`config.mk`:
```
export PLATFORM = sky130hd
export DESIGN_NAME = id_ex_stage
export DESIGN_NICKNAME = d
export VERILOG_FILES = /design/src/riscv_isa_pkg.sv /design/src/pipe_pkg.sv /design/src/id_ex_stage.sv
export VERILOG_INCLUDE_DIRS = /design/src /design/src/src
export SDC_FILE = /design/constraint.sdc
export NUM_CORES = 1
export LEC_CHECK = 0
export ABC_AREA = 0
export BUFFER_PORTS_ARGS = -buffer_cell sky130_fd_sc_hd__buf_2
export CAP_MARGIN = 15
export CORE_UTILIZATION = 33
export CTS_CLUSTER_DIAMETER = 40
export DETAILED_ROUTE_END_ITERATION = 8
export PLACE_DENSITY = 0.76
export SLEW_MARGIN = 20
export SYNTH_ARGS = -nofsm -noshare
export SYNTH_HDL_FRONTEND = slang
export SYNTH_SLANG_ARGS = --single-unit
```
`constraint.sdc`:
```
create_clock -name clk -period 0.8 [get_ports clk]
set_clock_uncertainty 0.1 [all_clocks]
set_input_delay 0.08 -clock clk [delete_from_list [all_inputs] [get_ports clk]]
set_output_delay 0.08 -clock clk [all_outputs]
set_load 0.02 [all_outputs]
```
`src/rv_consts.svh`:
```
`ifndef RV_CONSTS_SVH
`define RV_CONSTS_SVH

// Data path width
`define RV_XLEN 32

// funct7 codes of the OP format
`define RV_FUNCT7_M   7'b000_0001 // MUL, MULH, DIV, DIVU, REM, REMU
`define RV_FUNCT7_ALT 7'b010_0000 // SUB and SRA, SRAI keeps it in imm[11:5]

// Return address increment for JAL and JALR
`define RV_LINK_OFFSET 4

`endif
```
`src/riscv_isa_pkg.sv`:
```
`default_nettype none

`include "rv_consts.svh"

package riscv_isa_pkg;

        // ******************************
        // Field vectors
        // ******************************

        typedef logic [`RV_XLEN-1:0] word_t;
        typedef logic [2:0]          funct3_t;
        typedef logic [6:0]          funct7_t;
        typedef logic [4:0]          reg_idx_t; // Also a bit position within a word

        // ******************************
        // Major opcodes
        // ******************************

        typedef enum logic [6:0] {
                OP      = 7'b011_0011,
                OP_IMM  = 7'b001_0011,
                U_LUI   = 7'b011_0111,
                U_AUIPC = 7'b001_0111,
                J_JAL   = 7'b110_1111,
                JALR    = 7'b110_0111,
                OTHER   = 7'b000_0000 // Loads, stores, branches, system
        } instruction_format_type;

        // ALU operations
        typedef enum logic [4:0] {
                ADD,
                SUB,
                SLL,
                SLT,
                SLTU,
                XOR,
                SRL,
                SRA,
                OR,
                AND,
                MUL,
                MULH,
                DIV,
                DIVU,
                REM,
                REMU,
                LUI,   // Passes operand b
                AUIPC  // pc plus U immediate
        } alu_operation_type;

endpackage

`default_nettype wire

```
`src/pipe_pkg.sv`:
```
`default_nettype none

package pipe_pkg;

        // ******************************
        // Decode to ID/EX
        // ******************************

        typedef struct packed {
                logic                               valid;
                riscv_isa_pkg::alu_operation_type   op;
                riscv_isa_pkg::word_t               imm;
                logic                               use_imm; // b from imm
                logic                               use_pc;  // a from pc
                riscv_isa_pkg::word_t               rs1_val;
                riscv_isa_pkg::word_t               rs2_val;
                riscv_isa_pkg::word_t               pc;
        } decoded_instr_t;

        // ID/EX to ALU
        typedef struct packed {
                logic                               valid;
                riscv_isa_pkg::alu_operation_type   op;
                riscv_isa_pkg::word_t               op_a;
                riscv_isa_pkg::word_t               op_b;
        } issue_t;

        // ******************************
        // ALU output
        // ******************************

        typedef struct packed {
                logic                   valid;
                riscv_isa_pkg::word_t   result;
        } exec_result_t;

endpackage

`default_nettype wire

```
`src/id_ex_stage.sv`:
```
`default_nettype none
`timescale 1ns/1ps

`include "rv_consts.svh"

module id_ex_stage (
        input  wire logic                       clk,
        input  wire logic                       reset,
        input  wire pipe_pkg::decoded_instr_t   dec,
        output pipe_pkg::issue_t                issue
);

        riscv_isa_pkg::word_t sel_a;
        riscv_isa_pkg::word_t sel_b;

        // ******************************
        // Operand select
        // ******************************

        always_comb
        begin
                sel_a = dec.use_pc ? dec.pc : dec.rs1_val;

                if (dec.use_imm)
                        sel_b = dec.imm;
                else if (dec.use_pc)
                        sel_b = riscv_isa_pkg::word_t'(`RV_LINK_OFFSET); // JAL, JALR
                else
                        sel_b = dec.rs2_val;
        end

        // Pipeline register
        always_ff @(posedge clk)
        begin
                issue.op   <= dec.op;
                issue.op_a <= sel_a;
                issue.op_b <= sel_b;

                if (reset)
                        issue.valid <= 1'b0;
                else
                        issue.valid <= dec.valid;
        end

endmodule

`default_nettype wire

```
==> impl_metrics.toml <==
[cells_and_area]
antennaDiodeCount = 0
syn2layout_area_growth_pct = 101.5
largest_reg_flops = 70
fin_nets = 543
reg_top3 = "issue (70)"
drive_gt1_share_pct = 78.05
regMostFlops = "issue"

[detailed_routing]
drc = 12
drt_iter0_markers = 83
vias = 2197
postRouteWirelength_mm = 7.671
detail-route-antenna-nets = 0
routed_via_density = 4.511
first_pass_iters = 8
wl_per_cell_um = 15.75

[yosys]
yosysSeqAreaShare_pct = 61.84
ys.flop_type = "dfxtp_1"
synth-edff-count = 0
synth_largest_type_area_fraction_pct = 61.84
synthCells = 151
synth.distinct_cells = 13
ys_warn_count = 0
synth_fp_nets = 289
netlist_top_cells_area = "dfxtp_1, mux2_4, a22o_1"
synth_top_cell_by_area = "dfxtp_1"
post-synth-top-count-cell = "dfxtp_1"
syn_area_um2 = 2266
async_reset_ff_share_pct = 0
syn_avg_cell_area_um2 = 15.01
ys_ff_latch = 70
yosys-top-cells-count = "dfxtp_1, a22o_1, mux2_4"

[worst_setup_path]
slowest_delay_ns = 0.33
endpoint_kind = "output pin"
cp_slowest_cell = "dfxtp_2"
worst-path-buf-inv = 1
crit_chain = "buf_6"
timing.critical_path.required_ns = 0.62
path_max_fanout = 1
critPathKind = "reg2out"
cp-startpoint = "issue[24]"
cp-start-kind = "flop"
cp_top_family = "flip-flops"
arrival_ns = 0.77

[min_path]
hold_path_startpoint = "dec[27]"
min_path_type = "in2reg"

[floorplanning]
die_w_um = 84.87
pin_count = 208
fp.coreArea_um2 = 6495
dieArea_um2 = 7202
std_cell_rows = 29
die_h_um = 84.87
start_util_pct = 34.89

[global_route]
met1_usage_pct = 19.79
grt.overflow.total = 0
grt.busiest_layer = "met2"
use_met2_pct = 44.12
grt_pass1_wl_mm = 11.94
grt_usage_pct = 22.02
grt_pass1_vias = 2504
antenna_found_initial = 0
met3_usage_pct = 7.393
grt_max_degree = 32

[power_and_ir_drop]
p_seq_share_pct = 46.3
swShare_pct = 24.72
p_int_mw = 6.399
clkPwrFrac_pct = 30.9
p_leak_nw = 2.342
worst_ir_drop_vdd_v = 0.001051
p_switching_mw = 2.102
power.total_mw = 8.501
powerDensity_nw_per_um2 = 1861
pwr-share-comb_pct = 22.8

[timing]
hold_violations = 52
fin_tns_setup_ns = -9.884
report.final.setup_viol = 85
slew_headroom_pct = 71.69
final.setup.worst_slack_ns = -0.1501
fmax_mhz = 1053
slew_viol_final = 0
rsz0062_at_grt = "true"
whs_ns = -0.1219
worst_pin_slew_ns = 0.4237
finalCritPeriodShare_pct = 118.8
fin_crit_ns = 0.9501

[run_status]
status = "finished, violations left"
failed_checks = "design-rule violations, negative hold slack, negative setup slack"

[placement]
io_buffers = 207
hpwl_mm = 4.544
globalplace.congestion = 0.7141

[cts]
htreeDepth = 3
cts-root-buf = "clkbuf_8"
post_cts_buffers = 0
cts.clk_slew.worst_paths_ns = 0.07
cts_tree = "yes"
cts_made_buffers = 9
clock-sinks = 70
clockBufferDepth = 2

[flow_run]
drv_cap = 0
metrics by stage:
stage	setup WS [ns]	cells	util [%]	instance area, um2
global route	-0.2067	487	70.31	4567
detailed placement	-0.3842	428	51.63	3353
CTS	-0.1801	494	70.18	4558
finish	-0.1501	487	70.31	4567
global placement	-0.3541	428	51.63	3353
floorplan	-0.04563	151	-	2303
final timing paths:
check,endpoint,slack (ns),cells past startpoint
max,issue[24],-0.15,1
min,issue[59],-0.12,2
routing by layer:
metal / wire length [um] / part of all wire [%]
met1: 2575 / 34
met2: 4450 / 58
met3: 501 / 6.5
met4: 144 / 1.9
met5: 0 / 0
area by class of cell:
class,instances,area (um2)
Clock buffer,11,131.4
Multi-Input combinational cell,71,788.3
Fill cell,439,1928
Tap cell,77,96.34
Sequential cell,70,1489
Clock inverter,5,50.05
Timing Repair Buffer,253,2012
timing repair:
item / in CTS / in global routing
setup endpoints to repair: 84 / 89
pin swaps: 1 / 1
gates resized for setup: 208 / 15
cloned: 1 / 0
hold endpoints to repair: 70 / 54
hold buffers: 49 / 2
kinds of logic (layout without fill, tap and decap cells):
family / Yosys count / after routing / synth area share, %
AO/OA/AOI/OAI: 32 / 32 / 12.04
buffers and inverters: 11 / 269 / 3.865
flip-flops: 70 / 70 / 61.84
multiplexers: 32 / 32 / 20.71
AND/OR/NAND/NOR: 6 / 7 / 1.546
cells in the final DEF (no fill, tap or decap), types with 2 or more instances in the layout:
cell type	n
dlygate4sd3_1	39
buf_6	70
a22o_1	30
dfxtp_2	70
clkbuf_8	9
mux2_2	3
buf_2	128
mux2_4	29
nor2_4	2
clkbuf_1	2
dlymetal6s4s_1	12
o21ai_1	2
clkinv_2	4
nand2_1	2
buf_4	3
power groups by stage:
stage	clock, mW	sequential [mW]	combinational, mW
final	2.63	3.93	1.94
after floorplan	0	4.25	0.442
after CTS	2.74	3.93	1.91
after detailed placement	0	3.89	1.40
after global routing	2.92	3.95	2.04
after global placement	0	3.88	1.38
No activity file was read; power rests on OpenSTA's default activity.
