$ cat config.mk
export PLATFORM = sky130hd
export DESIGN_NAME = instr_decode
export DESIGN_NICKNAME = d
export VERILOG_FILES = /design/src/riscv_isa_pkg.sv /design/src/pipe_pkg.sv /design/src/instr_decode.sv /design/src/alu_ctrl.sv
export VERILOG_INCLUDE_DIRS = /design/src /design/src/src
export SDC_FILE = /design/constraint.sdc
export NUM_CORES = 1
export LEC_CHECK = 0
export ABC_AREA = 1
export BUFFER_PORTS_ARGS = -buffer_cell sky130_fd_sc_hd__buf_2
export CAP_MARGIN = 10
export CELL_PAD_IN_SITES_DETAIL_PLACEMENT = 0
export CELL_PAD_IN_SITES_GLOBAL_PLACEMENT = 2
export CORE_MARGIN = 2
export CORE_UTILIZATION = 10
export DETAILED_ROUTE_END_ITERATION = 12
export PLACE_DENSITY_LB_ADDON = 0.1
export SYNTH_ARGS = -nofsm -noshare
export SYNTH_HDL_FRONTEND = slang
export SYNTH_SLANG_ARGS = --single-unit
export TNS_END_PERCENT = 30
$ cat constraint.sdc
create_clock -name vclk -period 0.82
set_input_delay 0.082 -clock vclk [all_inputs]
set_output_delay 0.082 -clock vclk [all_outputs]
set_load 0.1 [all_outputs]
$ cat src/rv_consts.svh
`ifndef RV_CONSTS_SVH
`define RV_CONSTS_SVH

// Data path width
`define RV_XLEN 32

// funct7 codes of the OP format
`define RV_FUNCT7_M   7'b000_0001 // MUL, MULH, DIV, DIVU, REM, REMU
`define RV_FUNCT7_ALT 7'b010_0000 // SUB and SRA, SRAI keeps it in imm[11:5]

// Return address increment for JAL and JALR
`define RV_LINK_OFFSET 4

`endif
$ cat src/riscv_isa_pkg.sv
`default_nettype none

`include "rv_consts.svh"

package riscv_isa_pkg;

        // ******************************
        // Field vectors
        // ******************************

        typedef logic [`RV_XLEN-1:0] word_t;
        typedef logic [2:0]          funct3_t;
        typedef logic [6:0]          funct7_t;
        typedef logic [4:0]          reg_idx_t; // Also a bit position within a word

        // ******************************
        // Major opcodes
        // ******************************

        typedef enum logic [6:0] {
                OP      = 7'b011_0011,
                OP_IMM  = 7'b001_0011,
                U_LUI   = 7'b011_0111,
                U_AUIPC = 7'b001_0111,
                J_JAL   = 7'b110_1111,
                JALR    = 7'b110_0111,
                OTHER   = 7'b000_0000 // Loads, stores, branches, system
        } instruction_format_type;

        // ALU operations
        typedef enum logic [4:0] {
                ADD,
                SUB,
                SLL,
                SLT,
                SLTU,
                XOR,
                SRL,
                SRA,
                OR,
                AND,
                MUL,
                MULH,
                DIV,
                DIVU,
                REM,
                REMU,
                LUI,   // Passes operand b
                AUIPC  // pc plus U immediate
        } alu_operation_type;

endpackage

`default_nettype wire

$ cat src/pipe_pkg.sv
`default_nettype none

package pipe_pkg;

        // ******************************
        // Decode to ID/EX
        // ******************************

        typedef struct packed {
                logic                               valid;
                riscv_isa_pkg::alu_operation_type   op;
                riscv_isa_pkg::word_t               imm;
                logic                               use_imm; // b from imm
                logic                               use_pc;  // a from pc
                riscv_isa_pkg::word_t               rs1_val;
                riscv_isa_pkg::word_t               rs2_val;
                riscv_isa_pkg::word_t               pc;
        } decoded_instr_t;

        // ID/EX to ALU
        typedef struct packed {
                logic                               valid;
                riscv_isa_pkg::alu_operation_type   op;
                riscv_isa_pkg::word_t               op_a;
                riscv_isa_pkg::word_t               op_b;
        } issue_t;

        // ******************************
        // ALU output
        // ******************************

        typedef struct packed {
                logic                   valid;
                riscv_isa_pkg::word_t   result;
        } exec_result_t;

endpackage

`default_nettype wire

$ cat src/instr_decode.sv
`default_nettype none
`timescale 1ns/1ps

module instr_decode (
        input  wire logic                   in_valid,
        input  wire riscv_isa_pkg::word_t   instr,
        input  wire riscv_isa_pkg::word_t   rs1_val,
        input  wire riscv_isa_pkg::word_t   rs2_val,
        input  wire riscv_isa_pkg::word_t   pc,
        output pipe_pkg::decoded_instr_t    dec
);

        riscv_isa_pkg::instruction_format_type  opcode;
        riscv_isa_pkg::funct3_t                 funct3;
        riscv_isa_pkg::funct7_t                 funct7;
        riscv_isa_pkg::alu_operation_type       alu_op;
        riscv_isa_pkg::word_t                   imm_i;
        riscv_isa_pkg::word_t                   imm_u;

        assign funct3 = instr[14:12];
        assign funct7 = instr[31:25];

        assign imm_i = {{20{instr[31]}}, instr[31:20]}; // Sign extended
        assign imm_u = {instr[31:12], 12'b0};

        // Unknown opcodes collapse to OTHER
        always_comb
        begin
                case (instr[6:0])
                        riscv_isa_pkg::OP:      opcode = riscv_isa_pkg::OP;
                        riscv_isa_pkg::OP_IMM:  opcode = riscv_isa_pkg::OP_IMM;
                        riscv_isa_pkg::U_LUI:   opcode = riscv_isa_pkg::U_LUI;
                        riscv_isa_pkg::U_AUIPC: opcode = riscv_isa_pkg::U_AUIPC;
                        riscv_isa_pkg::J_JAL:   opcode = riscv_isa_pkg::J_JAL;
                        riscv_isa_pkg::JALR:    opcode = riscv_isa_pkg::JALR;
                        default:                opcode = riscv_isa_pkg::OTHER;
                endcase
        end

        alu_ctrl alu_ctrl_i (
                .funct3 (funct3),
                .funct7 (funct7),
                .opcode (opcode),
                .op     (alu_op)
        );

        always_comb
        begin
                dec.valid   = in_valid;
                dec.op      = alu_op;
                dec.rs1_val = rs1_val;
                dec.rs2_val = rs2_val;
                dec.pc      = pc;

                // pc with no imm selects the link offset downstream
                dec.use_pc  = (opcode == riscv_isa_pkg::U_AUIPC) ||
                              (opcode == riscv_isa_pkg::J_JAL)   ||
                              (opcode == riscv_isa_pkg::JALR);
                dec.use_imm = (opcode == riscv_isa_pkg::OP_IMM) ||
                              (opcode == riscv_isa_pkg::U_LUI)  ||
                              (opcode == riscv_isa_pkg::U_AUIPC);

                if ((opcode == riscv_isa_pkg::U_LUI) || (opcode == riscv_isa_pkg::U_AUIPC))
                        dec.imm = imm_u;
                else
                        dec.imm = imm_i;
        end

endmodule

`default_nettype wire

$ cat src/alu_ctrl.sv
`default_nettype none
`timescale 1ns/1ps

`include "rv_consts.svh"

module alu_ctrl (
        input  wire riscv_isa_pkg::funct3_t                 funct3,
        input  wire riscv_isa_pkg::funct7_t                 funct7,
        input  wire riscv_isa_pkg::instruction_format_type  opcode,
        output riscv_isa_pkg::alu_operation_type            op
);

        logic arith; // OP or OP_IMM
        logic reg_op;
        logic m_ext; // Only valid for OP
        logic alt;

        assign reg_op = (opcode == riscv_isa_pkg::OP);
        assign arith  = reg_op || (opcode == riscv_isa_pkg::OP_IMM);
        assign m_ext  = reg_op && (funct7 == `RV_FUNCT7_M);
        assign alt    = (funct7 == `RV_FUNCT7_ALT);

        always_comb
        begin
                op = riscv_isa_pkg::ADD; // Links and everything unsupported

                if (arith)
                begin
                        case (funct3)
                                3'b000:
                                        if (m_ext)
                                                op = riscv_isa_pkg::MUL;
                                        else if (reg_op && alt)
                                                op = riscv_isa_pkg::SUB;
                                        else
                                                op = riscv_isa_pkg::ADD;
                                3'b001:
                                        op = m_ext ? riscv_isa_pkg::MULH : riscv_isa_pkg::SLL;
                                3'b010:
                                        op = riscv_isa_pkg::SLT;
                                3'b011:
                                        op = riscv_isa_pkg::SLTU;
                                3'b100:
                                        op = m_ext ? riscv_isa_pkg::DIV : riscv_isa_pkg::XOR;
                                3'b101:
                                        if (m_ext)
                                                op = riscv_isa_pkg::DIVU;
                                        else if (alt)
                                                op = riscv_isa_pkg::SRA;
                                        else
                                                op = riscv_isa_pkg::SRL;
                                3'b110:
                                        op = m_ext ? riscv_isa_pkg::REM : riscv_isa_pkg::OR;
                                3'b111:
                                        op = m_ext ? riscv_isa_pkg::REMU : riscv_isa_pkg::AND;
                        endcase
                end
                else if (opcode == riscv_isa_pkg::U_LUI)
                begin
                        op = riscv_isa_pkg::LUI;
                end
                else if (opcode == riscv_isa_pkg::U_AUIPC)
                begin
                        op = riscv_isa_pkg::AUIPC;
                end
        end

endmodule

`default_nettype wire

==> run summary, run 1 <==
setup tns final: -16.61 ns
antenna cells: 0
Mapped Cells: 210
Final WS setup: -0.4978 ns
chip width: 120.6 um
Final GP Congestion: 0.6199
Mapped Avg Cell Area: 6.476 sq um
I/O Buffers: 66
antenna violations before repair: 0
final hold vios: 0
CP Max Fanout: 7
Hold Path Class: input port to output port
Finished Cell Area: 0.002603 sq mm
final worst-path cycle share: 160.7%
CP startpoint kind: input port
first-pass iteration count of the detailed router: 2
Logic pwr share: 100.0%
vias per cell: 3.021
Yosys warning count: 0
vias post-DR: 1,175
top layer in use: met4
Sequential Power Share: 0%
Initial Util: 10.27%
Post-DP HPWL: 4026 um
Hold Crit Depth: 0
register area share after synthesis: 0%
final wirelength: 4629 um
fin. max-slew vios: 0
Reg area: 0 sq um
filler cell count: 1,480
Max Cap Violations: 0
failing checks: negative setup slack
Placement Rows: 42
Routed WL per cell: 11.90 um
Mapped Area: 0.001360 sq mm
antenna-violating nets left: 0
Post-CTS Hold Buffers: 0
core footprint: 0.01324 sq mm
nature of the critical path endpoint: output port
Peak VDD IR: 0.1282 mV
Yosys top cell by area: buf_4
Max Fclk: 758.8 MHz
Boundary Pins: 265
DR iter-0 viols: 16
worst slew pin tran: 0.2729 ns
relative slew slack: 81.75%
nets: 344
Met2 Routed Length: 2086 um
clk_buf instances: 0
final setup violation count: 38
largest net degree at the start of global routing: 12
Place WS: -0.5337 ns
M1 WL: 1943 um
routed length on met3: 454 um
Int Pwr: 0.6843 mW
seq_cells: 0
Leak: 1.089 nW
status: finished with violations
ranking of synthesized cells by area: buf_4 (54%), o21ai_2 (9.0%), nand2_1 (7.5%)
Synthesized Nets: 339
worst path required time: 0.74 ns
Sw Ratio: 61.62%
Worst EP arrival: 1.24 ns
Hold Path Sink: dec[1]
drt drc: 0
Placement Cell Area: 0.002382 sq mm
sw power: 1.099 mW
first-pass GRT wire length: 7093 um
clock share of power: 0%
share of the synthesized area in the top cell type: 54.09%
die height: 120.6 um
unrepaired setup endpoints after global routing: yes
Setup CP Type: input port to output port
Tot GR Track Use: 5.979%
Total Die Area: 0.01455 sq mm
total grt overflow: 0
vias in the first global route: 1,288
Cell variety after synth: 24
Cell Pwr Density: 685.1 mW/mm^2
fin crit period: 1.318 ns
hold wc startpoint: pc[1]
Layout area overhead: 91.35%
fraction of layout cells with a size suffix above 1: 81.69%
## layer usage
metal | GRT usage (%) | vias to the layer above
li1 | - | 558
met1 | 7.561 | 521
met2 | 9.958 | 70
met3 | 1.368 | 26
met4 | 2.035 | 0
met5 | 0 | -
## area by class of cell
type | instances | area (sq um) | area share [%]
Multi-Input combinational cell | 85 | 869.6 | 33.41
Inverter | 22 | 110.1 | 4.231
Tap cell | 176 | 220.2 | 8.462
Timing Repair Buffer | 106 | 1403 | 53.89
## cells in the final DEF (no fill, tap or decap)
| master | Yosys | layout |
|---|---|---|
| inv_4 | 1 | 3 |
| nand2_8 | 0 | 2 |
| nand3_1 | 5 | 3 |
| o31ai_4 | 0 | 1 |
| buf_8 | 0 | 5 |
| clkinvlp_4 | 0 | 2 |
| nor3_1 | 4 | 3 |
| buf_16 | 0 | 1 |
| nand2_1 | 27 | 17 |
| o21ai_4 | 0 | 15 |
| a21oi_4 | 0 | 2 |
| inv_2 | 5 | 5 |
| buf_6 | 4 | 7 |
| nand2_4 | 3 | 7 |
| o211ai_2 | 1 | 1 |
| nor2_1 | 16 | 2 |
| nand3_4 | 0 | 1 |
| nand3_2 | 1 | 2 |
| clkbuf_16 | 0 | 1 |
| nor2_2 | 1 | 1 |
| nand3b_1 | 1 | 1 |
| buf_2 | 1 | 18 |
| nand2_2 | 1 | 5 |
| a31oi_4 | 0 | 1 |
| nor2_4 | 2 | 16 |
| buf_12 | 0 | 44 |
| clkinv_8 | 0 | 1 |
| nand4_1 | 2 | 2 |
| nor3_2 | 2 | 1 |
| inv_1 | 16 | 11 |
| buf_4 | 98 | 30 |
| nor3_4 | 0 | 2 |
## cell families (layout without fill, tap and decap cells)
group	count (synthesis)	after routing	synth area share, %
simple gates	65	65	23.92
compound gates	20	20	12.05
buf+inv	125	128	64.03
## how the worst max path moves through the flow
stage	endpoint	slack, ns	from
CTS	dec[110]	-0.50	instr[3]
floorplan	dec[119]	-0.57	instr[2]
global placement	dec[128]	-0.52	instr[2]
global route	dec[131]	-0.59	instr[28]
detailed placement	dec[128]	-0.53	instr[2]
finish	dec[122]	-0.50	instr[2]
## per-stage QoR
| stage | total power [mW] | hold slack (ns) | utilization (%) | instances |
|---|---|---|---|---|
| 6_report | 1.783 | 0.1640 | 19.65 | 389 |
| 5_1_grt | 1.858 | 0.1641 | 19.65 | 389 |
| 4_1_cts | 1.776 | 0.1647 | 19.07 | 387 |
| 3_5_place_dp | 1.716 | 0.1647 | 17.99 | 384 |
| 3_3_place_gp | 1.720 | 0.1647 | 17.99 | 384 |
| 2_1_floorplan | 3.251 | 0.3481 | - | 210 |
## timing repair
item	4_1_cts	5_1_grt
setup endpoints to repair	38	38
pin swaps	10	15
gates resized for setup	28	11
buffers inserted	2	1
cloned	1	1
## cells in the mapped netlist, types with 2 or more instances
master,instances
nor2_4,2
nor3_2,2
inv_1,16
o21ai_2,14
nand2_1,27
nor2_1,16
nand2_4,3
buf_4,98
nor3_1,4
buf_6,4
a21oi_1,2
nand4_1,2
nand3_1,5
inv_2,5
## critical path, cell delays in order
cell and delay (ns):
buf_8 0.08, inv_4 0.03, nor3_4 0.24, nand2_4 0.20, nand2_8 0.17, clkbuf_16 0.17
o21ai_4 0.06, buf_12 0.16
## power groups by stage
stage / Sequential [mW] / Clock (mW) / Combinational [mW]
4_1_cts: 0 / 0 / 1.78
6_report: 0 / 0 / 1.78
3_3_place_gp: 0 / 0 / 1.72
5_1_grt: 0 / 0 / 1.86
2_1_floorplan: 0 / 0 / 3.25
3_5_place_dp: 0 / 0 / 1.72
(Power assumes the default switching activity.)
==> run 2, diff against run 1 <==
==> constraint.sdc (replaced) <==
create_clock -name vclk -period 0.82
set_input_delay 0.164 -clock vclk [all_inputs]
set_output_delay 0.164 -clock vclk [all_outputs]
set_load 0.1 [all_outputs]
==> run 2 against run 1 <==
The flow still finishes with violations (negative setup slack). Critical path type unchanged. Flip-flop and latch count unchanged. Largest power group unchanged. Hold slack improved by 0.16 ns. Highest routed layer unchanged. Fmax shrank 10%. Design area rose by 1.8%. Via count up 0.34%. Worst setup slack lost 0.15 ns. Critical path depth did not move. First-iteration DRC count decreased by 44%. Final cell count grew 0.77%.
==> run summary, run 2 (same netlist as run 1, synthesis figures left out) <==
vias in the first global route: 1,284
largest net degree at the start of global routing: 11
Finished Cell Area: 0.002649 sq mm
worst path required time: 0.66 ns
Leak: 1.111 nW
DR iter-0 viols: 9
Tot GR Track Use: 6.069%
status: finished with violations
Cell Pwr Density: 684.9 mW/mm^2
Final GP Congestion: 0.6200
critical path endpoint: dec[118]
antenna violations before repair: 0
Boundary Pins: 265
worst slew pin tran: 0.2657 ns
Layout area overhead: 94.76%
first-pass iteration count of the detailed router: 4
Post-CTS Hold Buffers: 0
Worst EP arrival: 1.30 ns
relative slew slack: 82.23%
Setup CP Type: input port to output port
seq_cells: 0
filler cell count: 1,489
Hold Path Class: input port to output port
final worst-path cycle share: 178.6%
vias post-DR: 1,179
final setup violation count: 38
first-pass GRT wire length: 7058 um
final design utilization: 20.00%
antenna cells: 0
Total Die Area: 0.01455 sq mm
total grt overflow: 0
final hold vios: 0
vias per cell: 3.008
die height: 120.6 um
Reg area: 0 sq um
Max Cap Violations: 0
Routed WL per cell: 11.72 um
Critical Path Start: instr[1]
CP startpoint kind: input port
drt drc: 0
Max Fclk: 682.8 MHz
nets: 347
Final WS setup: -0.6446 ns
CP Max Fanout: 5
unrepaired setup endpoints after global routing: yes
Peak VDD IR: 0.1316 mV
Placement Cell Area: 0.002382 sq mm
chip width: 120.6 um
final wirelength: 4596 um
nature of the critical path endpoint: output port
Placement Rows: 42
antenna-violating nets left: 0
fin crit period: 1.465 ns
clk_buf instances: 0
fin. max-slew vios: 0
commonest non-fill, non-tap cells in the layout: buf_12 (45), buf_4 (28), buf_2 (18), nor2_4 (16), o21ai_4 (15)
fraction of layout cells with a size suffix above 1: 83.80%
Place WS: -0.6956 ns
Post-DP HPWL: 4037 um
failing checks: negative setup slack
most common cell after layout, fill and taps aside: buf_12
Initial Util: 10.27%
core footprint: 0.01324 sq mm
I/O Buffers: 66
==> run 2: stage by stage <==
stage / power, mW / hold WS [ns] / std cells / TNS [ns]
2_1_floorplan: 3.251 / 0.5121 / 210 / -23.60
3_3_place_gp: 1.720 / 0.3287 / 384 / -24.80
3_5_place_dp: 1.716 / 0.3287 / 384 / -25.13
4_1_cts: 1.813 / 0.3287 / 390 / -23.49
5_1_grt: 1.890 / 0.3281 / 392 / -26.11
6_report: 1.814 / 0.3280 / 392 / -22.82
==> run 2: critical path: stages <==
cell and delay [ns]:
buf_8 0.08, nand2_8 0.06, nor3_4 0.25, nand2_4 0.14, buf_8 0.17, buf_6 0.11
o21ai_4 0.13, buf_12 0.19
==> run 2: how the worst min path moves through the flow <==
stage,start,to,slack (ns),cells past startpoint
3_5_place_dp,pc[13],dec[13],0.33,0
5_1_grt,rs2_val[16],dec[48],0.33,0
4_1_cts,pc[13],dec[13],0.33,0
2_1_floorplan,instr[5],dec[97],0.51,1
6_report,pc[1],dec[1],0.33,0
3_3_place_gp,pc[13],dec[13],0.33,0
==> run 2: timing repair <==
item	in CTS	in global routing
hold endpoints to repair	0	0
pin swaps	21	13
cloned	2	0
setup endpoints to repair	38	38
setup buffers	6	2
resized for setup	37	12
==> run 2: area by class of cell <==
class / instances / area [sq um] / share of cell area, %
Inverter: 22 / 110.1 / 4.157
Timing Repair Buffer: 108 / 1428 / 53.90
Tap cell: 176 / 220.2 / 8.314
Multi-Input combinational cell: 85 / 884.6 / 33.40
Timing Repair inverter: 1 / 6.256 / 0.2362
==> run 2: metal layers <==
| layer | wire length (um) | track usage [%] |
|---|---|---|
| met4 | 145 | 2.035 |
| met3 | 481 | 1.321 |
| met1 | 1850 | 7.592 |
| met5 | 0 | 0 |
| met2 | 2119 | 10.28 |
==> run 2: where the power goes <==
part / switching (mW) / internal, mW / leakage [nW] / total, mW
Combinational: 1.11 / 0.708 / 1.11 / 1.81
Sequential: 0 / 0 / 0 / 0
Clock: 0 / 0 / 0 / 0
Total: 1.11 / 0.708 / 1.11 / 1.81
==> run 3, diff against run 2 <==
--- a/config.mk
+++ b/config.mk
@@ -7,7 +7,7 @@
 export NUM_CORES = 1
 export LEC_CHECK = 0
 export ABC_AREA = 1
-export BUFFER_PORTS_ARGS = -buffer_cell sky130_fd_sc_hd__buf_2
+export BUFFER_PORTS_ARGS = -buffer_cell sky130_fd_sc_hd__clkbuf_2
 export CAP_MARGIN = 10
 export CELL_PAD_IN_SITES_DETAIL_PLACEMENT = 0
 export CELL_PAD_IN_SITES_GLOBAL_PLACEMENT = 2
==> run 3 against run 2 <==
The flow still finishes with violations (negative setup slack). Via count is 3.1% lower. Clock-buffer cell count is the same. Critical path depth increased by 1. Non-clock buffer count decreased by 2. Flip-flop and latch count stayed put. Worst setup slack better by 0.020 ns. Hold slack unchanged. Critical path type unchanged. Largest cell class unchanged.
==> run summary, run 3 (same netlist as run 1, synthesis figures left out) <==
status: finished with violations
failing checks: negative setup slack
Placed Cells incl. Taps: 387
Hold Crit Depth: 0
Peak VDD IR: 0.1493 mV
antenna-violating nets left: 0
largest net degree at the start of global routing: 12
Max Cap Violations: 0
Tot GR Track Use: 5.722%
CP Cell Sequence: buf_8, nor2_4, nand2_4, nor2_4, nand2_4, o211ai_2, nand2_2, a21oi_4, buf_12
Max Fclk: 692.1 MHz
Placement Rows: 42
setup tns final: -19.88 ns
Final WS setup: -0.6248 ns
final worst-path cycle share: 176.2%
first-pass iteration count of the detailed router: 4
chip width: 120.6 um
seq_cells: 0
nature of the critical path endpoint: output port
Worst Path Buf+Inv: 2
die height: 120.6 um
Setup CP Type: input port to output port
Crit path largest cell delay: 0.18 ns
Initial Util: 10.27%
crit path max-delay cell type: buf_12
I/O Buffers: 66
CP Max Fanout: 5
Total Die Area: 0.01455 sq mm
fraction of layout cells with a size suffix above 1: 82.16%
Boundary Pins: 265
Post-DP HPWL: 4173 um
DR iter-0 viols: 20
stages on the worst setup path: 9
clk_buf instances: 0
Sw Ratio: 62.01%
clock share of power: 0%
Int Pwr: 0.6726 mW
commonest non-fill, non-tap cells in the layout: buf_12 (43), buf_4 (31), clkbuf_2 (22), nand2_1 (16), nor2_4 (16)
final wirelength: 4547 um
final setup violation count: 38
worst path required time: 0.66 ns
Finished Cell Area: 0.002544 sq mm
vias per cell: 2.936
worst slew pin tran: 0.2709 ns
Post-CTS Hold Buffers: 0
core footprint: 0.01324 sq mm
fin. max-slew vios: 0
Sequential Power Share: 0%
Final GP Congestion: 0.6108
final design utilization: 19.21%
Reg area: 0 sq um
CP startpoint kind: input port
first-pass GRT wire length: 6637 um
final hold vios: 0
antenna violations before repair: 0
fin crit period: 1.445 ns
unrepaired setup endpoints after global routing: yes
nets: 344
Cell Pwr Density: 695.9 mW/mm^2
antenna cells: 0
filler cell count: 1,494
total grt overflow: 0
Worst EP arrival: 1.28 ns
Layout area overhead: 87.03%
Placement Cell Area: 0.002392 sq mm
relative slew slack: 81.88%
Cell Count, Final, Fillers Out: 389
Leak: 1.070 nW
final total power: 1.770 mW
area of the multi-input gates: 864.6 sq um
most common cell after layout, fill and taps aside: buf_12
vias post-DR: 1,142
Hold Path Class: input port to output port
Top delay family on crit path: simple AND/OR/NAND/NOR gates
drt drc: 0
vias in the first global route: 1,220
Logic pwr share: 100.0%
sw power: 1.098 mW
Routed WL per cell: 11.69 um
run 3: changes by cell type in the layout (fill, tap and decap cells not counted), sizes merged:
cell and change:
clkbuf +23, buf -25, inv -1
run 3: power by group through the flow:
stage	Combinational (mW)	Sequential (mW)	Clock, mW
floorplan	3.25	0	0
global placement	1.73	0	0
detailed placement	1.73	0	0
CTS	1.76	0	0
global route	1.84	0	0
finish	1.77	0	0
run 3: metrics by stage:
step | hold slack (ns) | setup WS, ns
floorplan | 0.5121 | -0.7360
global placement | 0.3287 | -0.7207
detailed placement | 0.3287 | -0.7047
CTS | 0.3287 | -0.6608
global route | 0.3281 | -0.7218
finish | 0.3280 | -0.6248
run 3: area by class of cell:
| type | instances | area share (%) |
|---|---|---|
| Multi-Input combinational cell | 85 | 33.99 |
| Inverter | 22 | 4.329 |
| Tap cell | 176 | 8.657 |
| Timing Repair Buffer | 106 | 53.02 |
run 3: timing repair:
item | CTS | global route
cloned | 0 | 1
hold endpoints to repair | 0 | 0
buffers inserted | 0 | 1
gates resized for setup | 13 | 15
endpoints found under the setup margin | 38 | 38
pin swaps | 9 | 11
run 3: worst paths after layout:
path / endpoint / startpoint
setup / recovery: dec[131] / instr[2]
hold / removal: dec[1] / pc[1]
run 3: routing by layer:
metal | GRT usage, % | part of all wire, %
met1 | 7.476 | 42
met2 | 9.251 | 45
met3 | 1.226 | 9.9
met4 | 2.035 | 3.2
met5 | 0 | 0
